**src/cnn_pkg.sv**
```systemverilog
package cnn_pkg;

    // ==================================================================
    // sizes
    // ==================================================================
    localparam int IMG_DIM  = 6;
    localparam int KER_DIM  = 3;
    localparam int FMAP_DIM = IMG_DIM - KER_DIM + 1;    // valid convolution
    localparam int POOL_DIM = 2;
    localparam int N_IMAGES = 2;
    localparam int N_FEAT   = 8;
    localparam int N_OUT    = 4;

    // input schedule, in samples
    localparam int KER_SAMPLES    = KER_DIM * KER_DIM;
    localparam int WEIGHT_SAMPLES = N_OUT * N_FEAT;
    localparam int IMG_SAMPLES    = IMG_DIM * IMG_DIM;
    localparam int TXN_SAMPLES    = N_IMAGES * IMG_SAMPLES;

    localparam int QUANT_SHIFT = 9;
    localparam int QUANT_MAX   = 127;

    // ==================================================================
    // types
    // ==================================================================
    typedef logic signed [7:0]  pixel_t;
    typedef logic signed [19:0] conv_sum_t;
    typedef logic signed [20:0] fmap_t;
    typedef logic signed [19:0] out_t;

    typedef enum logic {ACT_RELU = 1'b0, ACT_ABS = 1'b1} act_mode_t;

    typedef struct packed {
        logic                               ker_we;
        logic [$clog2(KER_SAMPLES)-1:0]     ker_idx;
        logic                               wgt_we;
        logic [$clog2(N_OUT)-1:0]           wgt_row;
        logic [$clog2(N_FEAT)-1:0]          wgt_col;
        logic                               pix_we;
        logic                               img_sel;    // 0 image 1, 1 image 2
        logic [$clog2(IMG_DIM)-1:0]         img_row;
        logic [$clog2(IMG_DIM)-1:0]         img_col;
    } load_ctrl_t;

    typedef struct packed {
        logic                               valid;
        logic                               img_sel;
        logic [$clog2(FMAP_DIM)-1:0]        row;
        logic [$clog2(FMAP_DIM)-1:0]        col;
    } conv_cmd_t;

    typedef struct packed {
        logic                               valid;
        pixel_t [N_FEAT-1:0]                feat;       // feat[0] is image 1 window 0
    } pooled_vec_t;

endpackage

```
**src/conv_channel.sv**
```systemverilog
`timescale 1ns/1ps

module conv_channel (
    input  logic                    clk,
    input  logic                    rst_n,
    input  cnn_pkg::load_ctrl_t     load_i,
    input  cnn_pkg::pixel_t         pixel_i,
    input  cnn_pkg::pixel_t         kernel_i,
    input  cnn_pkg::conv_cmd_t      cmd_i,
    output cnn_pkg::conv_sum_t      sum_o
);

    cnn_pkg::pixel_t    ker_q [cnn_pkg::KER_SAMPLES];
    cnn_pkg::pixel_t    img_q [cnn_pkg::N_IMAGES][cnn_pkg::IMG_DIM][cnn_pkg::IMG_DIM];
    cnn_pkg::conv_sum_t mac_sum;
    cnn_pkg::conv_sum_t sum_q;

    // ==================================================================
    // kernel and double image buffer
    // ==================================================================
    always_ff @(posedge clk)
    begin
        if (load_i.ker_we)
            ker_q[load_i.ker_idx] <= kernel_i;
    end

    // one buffer fills while the other is scanned
    always_ff @(posedge clk)
    begin
        if (load_i.pix_we)
            img_q[load_i.img_sel][load_i.img_row][load_i.img_col] <= pixel_i;
    end

    // ==================================================================
    // 3x3 multiply-accumulate
    // ==================================================================
    always_comb
    begin
        mac_sum = '0;
        for (int r = 0; r < cnn_pkg::KER_DIM; r++)
        begin
            for (int c = 0; c < cnn_pkg::KER_DIM; c++)
            begin
                mac_sum = mac_sum +
                          img_q[cmd_i.img_sel][cmd_i.row + r][cmd_i.col + c] *
                          ker_q[r * cnn_pkg::KER_DIM + c];
            end
        end
    end

    always_ff @(posedge clk or negedge rst_n)
    begin
        if (!rst_n)
            sum_q <= '0;
        else if (cmd_i.valid)
            sum_q <= mac_sum;   // one cycle after the command
    end

    assign sum_o = sum_q;

endmodule

```
**config.mk**
```make
export PLATFORM = sky130hd
export DESIGN_NAME = conv_channel
export DESIGN_NICKNAME = d
export VERILOG_FILES = /design/src/cnn_pkg.sv /design/src/conv_channel.sv
export SDC_FILE = /design/constraint.sdc
export NUM_CORES = 2
export LEC_CHECK = 0
export ABC_AREA = 1
export BUFFER_PORTS_ARGS = -buffer_cell sky130_fd_sc_hd__buf_2
export CORE_MARGIN = 2
export CORE_UTILIZATION = 40
export DETAILED_ROUTE_END_ITERATION = 8
export PLACE_DENSITY_LB_ADDON = 0.1
export SKIP_CTS_REPAIR_TIMING = 1
export SYNTH_ARGS = -nofsm -noshare
export SYNTH_HDL_FRONTEND = slang
export SYNTH_SLANG_ARGS = --single-unit
```
**constraint.sdc**
```tcl
create_clock -name clk -period 8.3 [get_ports clk]
set_clock_uncertainty 0.2 [all_clocks]
set_input_delay 0.415 -clock clk [delete_from_list [all_inputs] [get_ports clk]]
set_output_delay 0.415 -clock clk [all_outputs]
set_load 0.05 [all_outputs]
```
==> flow_summary.ini <==
[route]
wire_per_inst_um = 24.90
routed_wl_mm = 214.8
antenna_left = 0
dr.pass1.iters = 6
drt-initial-drc-count = 4465
drcViolationCount = 0
vias_per_cell = 5.211
vias = 44970

[synth]
synth.avg_cell_area_um2 = 9.538
synth_most_common_cell = nand2_1
syn_inst = 6027
async_flop_share = 0.02994
yosys.area.top_type = edfxtp_1
synth.area.top_cells = edfxtp_1 (34%), fa_1 (28%), nand2_1 (8.8%), inv_1 (6.6%), nand3_1 (6.4%)
ys_ff_latch = 668
ys.flop_type = edfxtp_1
ys_top_cells_by_count = nand2_1 (1347), inv_1 (1004), fa_1 (790)
synth_cell_types = 51
seq_area_frac_synth = 0.3472
synth_fp_nets = 7051
syn_area_um2 = 57490
synth_edf_count = 648
yosysTopAreaCellShare = 0.3385
yosysWarnings = 0

[job]
cap_violations = 0

[final_layout]
final-seq-area_um2 = 19960
design_area_um2 = 69360
synthToLayoutAreaGrowth_pct = 20.65
layout-drive-gt1-share = 0.2138
multi_input_area_um2 = 33750
layout.nets = 7691
antenna_cells = 0
nFillCells = 13610
fin_cells = 8629

[critical_path]
cp_max_fo = 4
crit_path_frequent_cell = fa_1
reg2reg_from = img_q[1][183]
worst_ep_required_time_ns = 8.66
rr_worst_depth = 36
cpMaxStageDelayCell = fa_1
critPathKind = flip-flop to flip-flop
r2r_slack_ns = -0.75
critPathMaxStageDelay_ns = 0.59
start_kind = flip-flop
endpoint_kind = flip-flop
cp.arrival_ns = 9.41
r2r-end = sum_o[16]

[timing]
rsz0062_at_grt = yes
worst_pin_slew_ns = 1.392
fin_crit_ns = 9.045
setup_slack_ns = -0.7454
finalCritPeriodShare = 1.090
setup_violations = 15
slew_headroom = 0.06488
tns_ns = -7.502
maxSlewViolCount = 0
finalHoldViolations = 0
holdWs_ns = 0.05068
fmax_mhz = 110.6

[grt]
grt_pass1_vias = 45570
grt_max_degree = 73
track_usage = 0.2949
grt_pass1_wl_mm = 311.7
antenna_found_initial = 11
grt_overflow = 0

[hold_path]
hold_class = primary input to async pin

[floorplanning]
core_um2 = 143100
rows = 139
start_util = 0.4016
die_area_um2 = 146800
die_w_um = 383.1
num_io_pins = 63
die-height_um = 383.1

[place]
dp_hpwl_mm = 172.3
place_congestion = 1.006
placed_area_um2 = 65230
io_buffers = 56
dpl.cell_count = 8457

[cts]
cts_max_path_buffers = 3
root_buffer = clkbuf_16
htree_levels = 3
clkLatencyLatePin_ns = 0.70
clk_pin_slew_worst_paths_ns = 0.06
cts_tree = yes
cts_buffers = 78
cts.sink_count = 668

[status]
violations = setup timing
status = complete, but fails checks
==> logic make-up (layout without fill, tap and decap cells) <==
logic type	Yosys count	count (layout)	share of synthesized area
AND/OR/NAND/NOR	2626	2626	0.1972
buffers and inverters	1284	1983	0.08950
adder cells (fa/ha/maj)	981	981	0.3167
flip-flops	668	668	0.3472
AO/OA/AOI/OAI	444	444	0.04562
XOR/XNOR	15	15	0.002285
multiplexers	9	9	0.001567
==> critical path: cells and delay by family, from the launching register on <==
family                   cells  cell delay (ns)
adder cells (fa/ha/maj)     11             5.39
AND/OR/NAND/NOR             15             1.62
buffers and inverters        9             0.84
flip-flops                   1             0.46
AO/OA/AOI/OAI                1             0.39
==> how the worst max path moves through the flow <==
| stage | from | to | slack, ns | cells after the start |
|---|---|---|---|---|
| after floorplan | cmd_i[4] | sum_o[19] | -0.18 | 39 |
| after global placement | cmd_i[4] | sum_o[19] | -1.44 | 40 |
| after detailed placement | cmd_i[2] | sum_o[16] | -1.44 | 38 |
| after CTS | img_q[1][183] | sum_o[16] | -1.00 | 38 |
| after global routing | img_q[1][183] | sum_o[13] | -0.92 | 37 |
| final | img_q[1][183] | sum_o[16] | -0.75 | 36 |
==> placed cells by master, fill, tap and decap left out, types with 30 or more instances in the layout <==
cell type	count
nand2_1	1270
nor2_1	280
nor3_1	53
fa_1	738
buf_2	52
nand3_1	698
buf_4	672
nand2_2	84
inv_1	971
edfxtp_1	648
a21oi_1	117
or2_1	30
o21ai_2	69
clkbuf_16	82
fa_2	52
ha_1	175
o211ai_1	52
buf_12	48
or2_2	98
nand3_2	44
o21ai_0	64
o21ai_1	80
inv_2	57
==> layer usage <==
layer	global-route usage	part of all wire	vias up
li1	-	-	20440
met1	0.4310	0.45	22690
met2	0.4544	0.45	1594
met3	0.04593	0.073	247
met4	0.08326	0.029	2
met5	0	0.000061	-
==> registers in the layout, summed over array words and instances (netlist names) <==
name / cells
sum_o: 20
img_q: 576
ker_q: 72
==> layout make-up <==
cell class / count / share of cell area
Multi-Input combinational cell: 4075 / 0.4867
Sequential cell: 668 / 0.2878
Timing Repair Buffer: 803 / 0.09644
Inverter: 1041 / 0.05711
Tap cell: 1903 / 0.03433
Clock buffer: 97 / 0.02978
Clock inverter: 42 / 0.007919
==> per-stage QoR <==
step,utilization,setup slack (ns)
global placement,0.4557,-1.439
finish,0.4846,-0.7454
global route,0.4846,-0.9200
floorplan,-,-0.1766
CTS,0.4740,-1.001
detailed placement,0.4557,-1.438
Power is not shown: default switching activity piles up to over one toggle a cycle in this logic, so the estimate is an artifact.
