### src/cnn_pkg.sv
package cnn_pkg;

    // ==================================================================
    // sizes
    // ==================================================================
    localparam int IMG_DIM  = 6;
    localparam int KER_DIM  = 3;
    localparam int FMAP_DIM = IMG_DIM - KER_DIM + 1;    // valid convolution
    localparam int POOL_DIM = 2;
    localparam int N_IMAGES = 2;
    localparam int N_FEAT   = 8;
    localparam int N_OUT    = 4;

    // input schedule, in samples
    localparam int KER_SAMPLES    = KER_DIM * KER_DIM;
    localparam int WEIGHT_SAMPLES = N_OUT * N_FEAT;
    localparam int IMG_SAMPLES    = IMG_DIM * IMG_DIM;
    localparam int TXN_SAMPLES    = N_IMAGES * IMG_SAMPLES;

    localparam int QUANT_SHIFT = 9;
    localparam int QUANT_MAX   = 127;

    // ==================================================================
    // types
    // ==================================================================
    typedef logic signed [7:0]  pixel_t;
    typedef logic signed [19:0] conv_sum_t;
    typedef logic signed [20:0] fmap_t;
    typedef logic signed [19:0] out_t;

    typedef enum logic {ACT_RELU = 1'b0, ACT_ABS = 1'b1} act_mode_t;

    typedef struct packed {
        logic                               ker_we;
        logic [$clog2(KER_SAMPLES)-1:0]     ker_idx;
        logic                               wgt_we;
        logic [$clog2(N_OUT)-1:0]           wgt_row;
        logic [$clog2(N_FEAT)-1:0]          wgt_col;
        logic                               pix_we;
        logic                               img_sel;    // 0 image 1, 1 image 2
        logic [$clog2(IMG_DIM)-1:0]         img_row;
        logic [$clog2(IMG_DIM)-1:0]         img_col;
    } load_ctrl_t;

    typedef struct packed {
        logic                               valid;
        logic                               img_sel;
        logic [$clog2(FMAP_DIM)-1:0]        row;
        logic [$clog2(FMAP_DIM)-1:0]        col;
    } conv_cmd_t;

    typedef struct packed {
        logic                               valid;
        pixel_t [N_FEAT-1:0]                feat;       // feat[0] is image 1 window 0
    } pooled_vec_t;

endpackage

### src/feature_pool.sv
`timescale 1ns/1ps

module feature_pool (
    input  logic                    clk,
    input  logic                    rst_n,
    input  cnn_pkg::act_mode_t      mode_i,
    input  cnn_pkg::conv_cmd_t      cmd_i,
    input  cnn_pkg::conv_sum_t      sum_a_i,
    input  cnn_pkg::conv_sum_t      sum_b_i,
    output cnn_pkg::pooled_vec_t    pooled_o
);

    cnn_pkg::conv_cmd_t cmd_d;
    cnn_pkg::fmap_t     chan_sum;
    cnn_pkg::fmap_t     act_val;
    cnn_pkg::fmap_t     max_q [cnn_pkg::N_FEAT];
    logic [2:0]         win_idx;
    logic               win_first;
    logic               win_last;
    logic               pool_valid_q;

    // activation output is never negative, so only the upper bound is checked
    function automatic cnn_pkg::pixel_t quantize(input cnn_pkg::fmap_t v);
        cnn_pkg::fmap_t shifted;
        shifted = v >>> cnn_pkg::QUANT_SHIFT;
        if (shifted > cnn_pkg::QUANT_MAX)
            return cnn_pkg::pixel_t'(cnn_pkg::QUANT_MAX);
        else
            return cnn_pkg::pixel_t'(shifted);
    endfunction

    // ==================================================================
    // channel sum and activation
    // ==================================================================
    always_ff @(posedge clk or negedge rst_n)
    begin
        if (!rst_n)
            cmd_d <= '0;
        else
            cmd_d <= cmd_i;     // lines up with the registered sums
    end

    assign chan_sum = cnn_pkg::fmap_t'(sum_a_i) + cnn_pkg::fmap_t'(sum_b_i);

    always_comb
    begin
        if (chan_sum >= 0)
            act_val = chan_sum;
        else if (mode_i == cnn_pkg::ACT_ABS)
            act_val = -chan_sum;
        else
            act_val = '0;       // relu
    end

    // ==================================================================
    // 2x2 max pooling
    // ==================================================================
    assign win_idx = 3'(cmd_d.img_sel * (cnn_pkg::N_FEAT / cnn_pkg::N_IMAGES) +
                        (cmd_d.row / cnn_pkg::POOL_DIM) *
                        (cnn_pkg::FMAP_DIM / cnn_pkg::POOL_DIM) +
                        cmd_d.col / cnn_pkg::POOL_DIM);
    assign win_first = (cmd_d.row % cnn_pkg::POOL_DIM == 0) &&
                       (cmd_d.col % cnn_pkg::POOL_DIM == 0);
    assign win_last = cmd_d.valid && cmd_d.img_sel &&
                      (cmd_d.row == 2'(cnn_pkg::FMAP_DIM - 1)) &&
                      (cmd_d.col == 2'(cnn_pkg::FMAP_DIM - 1));

    always_ff @(posedge clk)
    begin
        if (cmd_d.valid)
        begin
            if (win_first || (act_val > max_q[win_idx]))
                max_q[win_idx] <= act_val;
        end
    end

    always_ff @(posedge clk or negedge rst_n)
    begin
        if (!rst_n)
            pool_valid_q <= 1'b0;
        else
            pool_valid_q <= win_last;   // single-cycle strobe
    end

    // ==================================================================
    // quantized output vector
    // ==================================================================
    always_comb
    begin
        pooled_o.valid = pool_valid_q;
        for (int i = 0; i < cnn_pkg::N_FEAT; i++)
        begin
            pooled_o.feat[i] = quantize(max_q[i]);
        end
    end

endmodule

### config.mk
export PLATFORM = sky130hd
export DESIGN_NAME = feature_pool
export DESIGN_NICKNAME = d
export VERILOG_FILES = /design/src/cnn_pkg.sv /design/src/feature_pool.sv
export SDC_FILE = /design/constraint.sdc
export NUM_CORES = 1
export LEC_CHECK = 0
export ABC_AREA = 1
export BUFFER_PORTS_ARGS = -buffer_cell sky130_fd_sc_hd__buf_2
export CAP_MARGIN = 0
export CORE_MARGIN = 2
export CORE_UTILIZATION = 30
export CTS_BUF_LIST = sky130_fd_sc_hd__clkbuf_8
export DETAILED_ROUTE_END_ITERATION = 16
export RECOVER_POWER = 25
export SYNTH_ARGS = -nofsm -noshare
export SYNTH_HDL_FRONTEND = slang
export SYNTH_SLANG_ARGS = --single-unit
### constraint.sdc
create_clock -name clk -period 4.51 [get_ports clk]
set_input_delay 0.2255 -clock clk [delete_from_list [all_inputs] [get_ports clk]]
set_output_delay 0.2255 -clock clk [all_outputs]
set_load 0.01 [all_outputs]
==> impl_results.md <==
* Placed Area at 11000 sq um
* Synth Area in Compound Gates at 10.5%
* Max-cap violations at 1
* CP Data Arrival Time at 4.31 ns
* Post-route worst setup slack at 0.375 ns
* Outcome: finished, violations left
* Max-slew headroom at -91.2%
* Mapped Cells at 955
* Synth Area per Inst at 9.71 sq um
* Vias per cell at 4.97
* Total GRT Usage at 17.1%
* GR Util met1 at 23.4%
* Initial core utilization at 30.4%
* Post-layout min period at 4.13 ns
* N_diodes at 0
* Syn. warnings at 0
* Synth area leader: edfxtp_1
* Routability cong. at 0.879
* Busiest grt layer: met2
* Peak supply drop at 0.000196 V
* Routed WL at 27.9 mm
* Sum Neg Setup Slack at 0 ns
* Grt total ovfl at 0
* Critical Path End Type: flop
* H-tree levels at 4
* Design Area, Final at 11400 sq um
* Largest net degree at the start of global routing at 22
* Core area at 30500 sq um
* Largest family of logic cells by synthesized area: simple AND/OR/NAND/NOR gates
* Pleak at 4.90 nW
* Cell variety after synth at 47
* CTS Buffer Depth at 2
* Die height at 180 um
* Hold_ws at 0.158 ns
* Adder-cell share of the synthesized area at 5.88%
* Post-synthesis sequential area ratio at 56.3%
* Io pins at 114
* Met3 Usage GRT at 3.83%
* First-pass GRT wire length at 42.9 mm
* Area delta synth->final at 22.8%
* Worst Path Max Fanout at 11
* Post-Syn Nets at 1047
* Final Max Tran Viols at 9
* Final setup vio count at 0
* Initial antenna violation count at 1
* Row Count at 64
* Synth area leaders: edfxtp_1 54%, nand2_1 9.5%, inv_1 6.4%
* Multiplexer area fraction after synthesis at 0%
* CTS buffer count at 17
* Global Route met2 Usage at 27.5%
* Detailed Place HPWL at 21.7 mm
* Number of port buffers at 113
* CTS tree: yes
* Power Density at 349 nW/um^2
* Die area at 32300 sq um
* Ys async rst share at 4.00%
* Layout cells sized above 1 at 19.8%
* Post-route ant nets at 0
* Startpoint Class: flop
* Nets@finish at 1252
* Violated checks: max-capacitance violations, max-slew violations
* Post-synthesis xor/xnor area fraction at 0.378%
* Synth Area in Simple Gates at 19.5%
* Synth top area share at 54.4%
* Vias in the first global route at 7482
* Pre-CTS setup slack at -0.202 ns
* Seq cells post-synth at 175
* Final period util at 91.7%
* Drt initial violations at 812
* Clock sinks at 175
* Worst Tran Pin Value at 2.83 ns
* RSZ-0062 raised after global routing: no
* DRC at 0
* Crit Path Class: reg -> reg
* DR pass1 iterations at 5
* Fillers at 3074
* Top_reg_cell synth: edfxtp_1
* Routed vias at 7799
* Layout Skew at 0.0150 ns
* Number of synthesized flops with an enable pin at 168
* WL/cell at 17.8 um
* Root Buffer: clkbuf_8
* Final Hold Vio Count at 0
* Clk Latency, worst-skew pair at 0.47 ns
* Post-synthesis cell area at 9270 sq um
* HP Class: in -> async
* Worst Path Required at 4.68 ns
* Achievable Freq at 0.242 GHz
* Post CTS Setup Buffer Count at 0
* Clock-pin slew on the worst setup and hold paths at 0.10 ns
* Die Width at 180 um
-- flip-flops by register name (all words and copies together), names as in the netlist --
| register | count |
|---|---|
| max_q | 168 |
| pool_valid_q | 1 |
| cmd_d | 6 |
-- placed cells by master, fill, tap and decap left out, drive strengths merged, types with 2 or more instances in the layout --
cell type,synthesis,layout
nand2,242,242
inv,163,173
edfxtp,168,168
buf,4,151
nor2,71,71
clkbuf,11,60
nand3,43,43
ha,42,42
a21oi,38,38
o22ai,31,31
nand4,18,18
nor3,18,18
o21ai,17,17
a221oi,15,15
a22oi,13,13
o41ai,8,8
a22o,7,7
dfrtp,7,7
dlygate4sd3,0,7
clkinv,3,7
o2111ai,6,6
nand3b,5,5
or4,5,5
o21bai,4,4
xor2,3,3
o21a,3,3
and2,2,2
-- report_power, final --
part | leakage, nW | total [mW] | switching (mW) | internal [mW]
logic | 3.08 | 0.945 | 0.617 | 0.329
registers | 1.62 | 1.96 | 0.0237 | 1.93
clock network | 0.199 | 1.07 | 0.647 | 0.420
-- metrics by stage --
stage               total power [mW]  util [%]  cells
floorplan                       2.52         -    955
global placement                2.92      36.1   1530
detailed placement              2.93      36.1   1530
CTS                             3.99      37.7   1569
global route                    4.16      37.3   1569
finish                          3.97      37.3   1569
-- per-layer routing --
layer | routed length, um | vias to the layer above
met2 | 12700 | 379
met3 | 2650 | 41
met1 | 12000 | 3655
met4 | 508 | 2
met5 | 12 | -
li1 | - | 3722
-- final timing paths --
kind | startpoint | slack [ns] | cells past startpoint | to
max | cmd_d[4] | 0.38 | 18 | max_q[1][7]
min | rst_n | 0.16 | 2 | cmd_d[5]
max reg2reg | cmd_d[4] | 0.38 | 18 | max_q[1][7]
min reg2reg | cmd_d[0] | 0.61 | 2 | pool_valid_q
min in group clk | mode_i | 0.38 | 4 | max_q[4][20]
max in group asynchronous | rst_n | 4.10 | 2 | cmd_d[3]
-- worst max-delay path, cell delays in order (launching register included) --
cell and delay (ns):
dfrtp_1 0.48, inv_1 0.14, nor3_2 0.23, clkinv_1 0.49, o22ai_1 0.42, or4_1 0.24
inv_1 0.06, ha_1 0.29, nand2_1 0.07, nor2_1 0.08, a21boi_0 0.31, o21bai_1 0.11
nand3_1 0.09, o211ai_1 0.09, o21ai_0 0.08, nand2_1 0.07, buf_4 0.18, nor2_2 0.15
buf_4 0.23
-- logic make-up after synthesis --
logic type / count (synthesis)
simple gates: 406
buf+inv: 181
flops: 175
compound gates: 146
fa+ha+maj: 43
xor+xnor: 4
-- Yosys cell counts, drive strengths merged (4+ instances only) --
cell and instances:
nand2 242, edfxtp 168, inv 163, nor2 71
nand3 43, ha 42, a21oi 38, o22ai 31
nand4 18, nor3 18, o21ai 17, a221oi 15
a22oi 13, clkbuf 11, o41ai 8, a22o 7
dfrtp 7, o2111ai 6, nand3b 5, or4 5
buf 4, o21bai 4
-- final cells by class --
cell class	instances	area (sq um)	share of cell area (%)
timing repair buffer	201	1240	10.9
multi-input combinational	599	3410	29.9
inverter	166	623	5.47
clock inverter	15	160	1.41
clock buffer	17	234	2.06
tap	396	495	4.35
sequential	175	5220	45.9
-- what timing repair did --
action / CTS / global route
hold endpoints to repair: 13 / 0
hold buffers: 7 / 0
resized for setup: 0 / 4
endpoints found under the setup margin: 0 / 168
No activity file was read; power rests on OpenSTA's default activity.
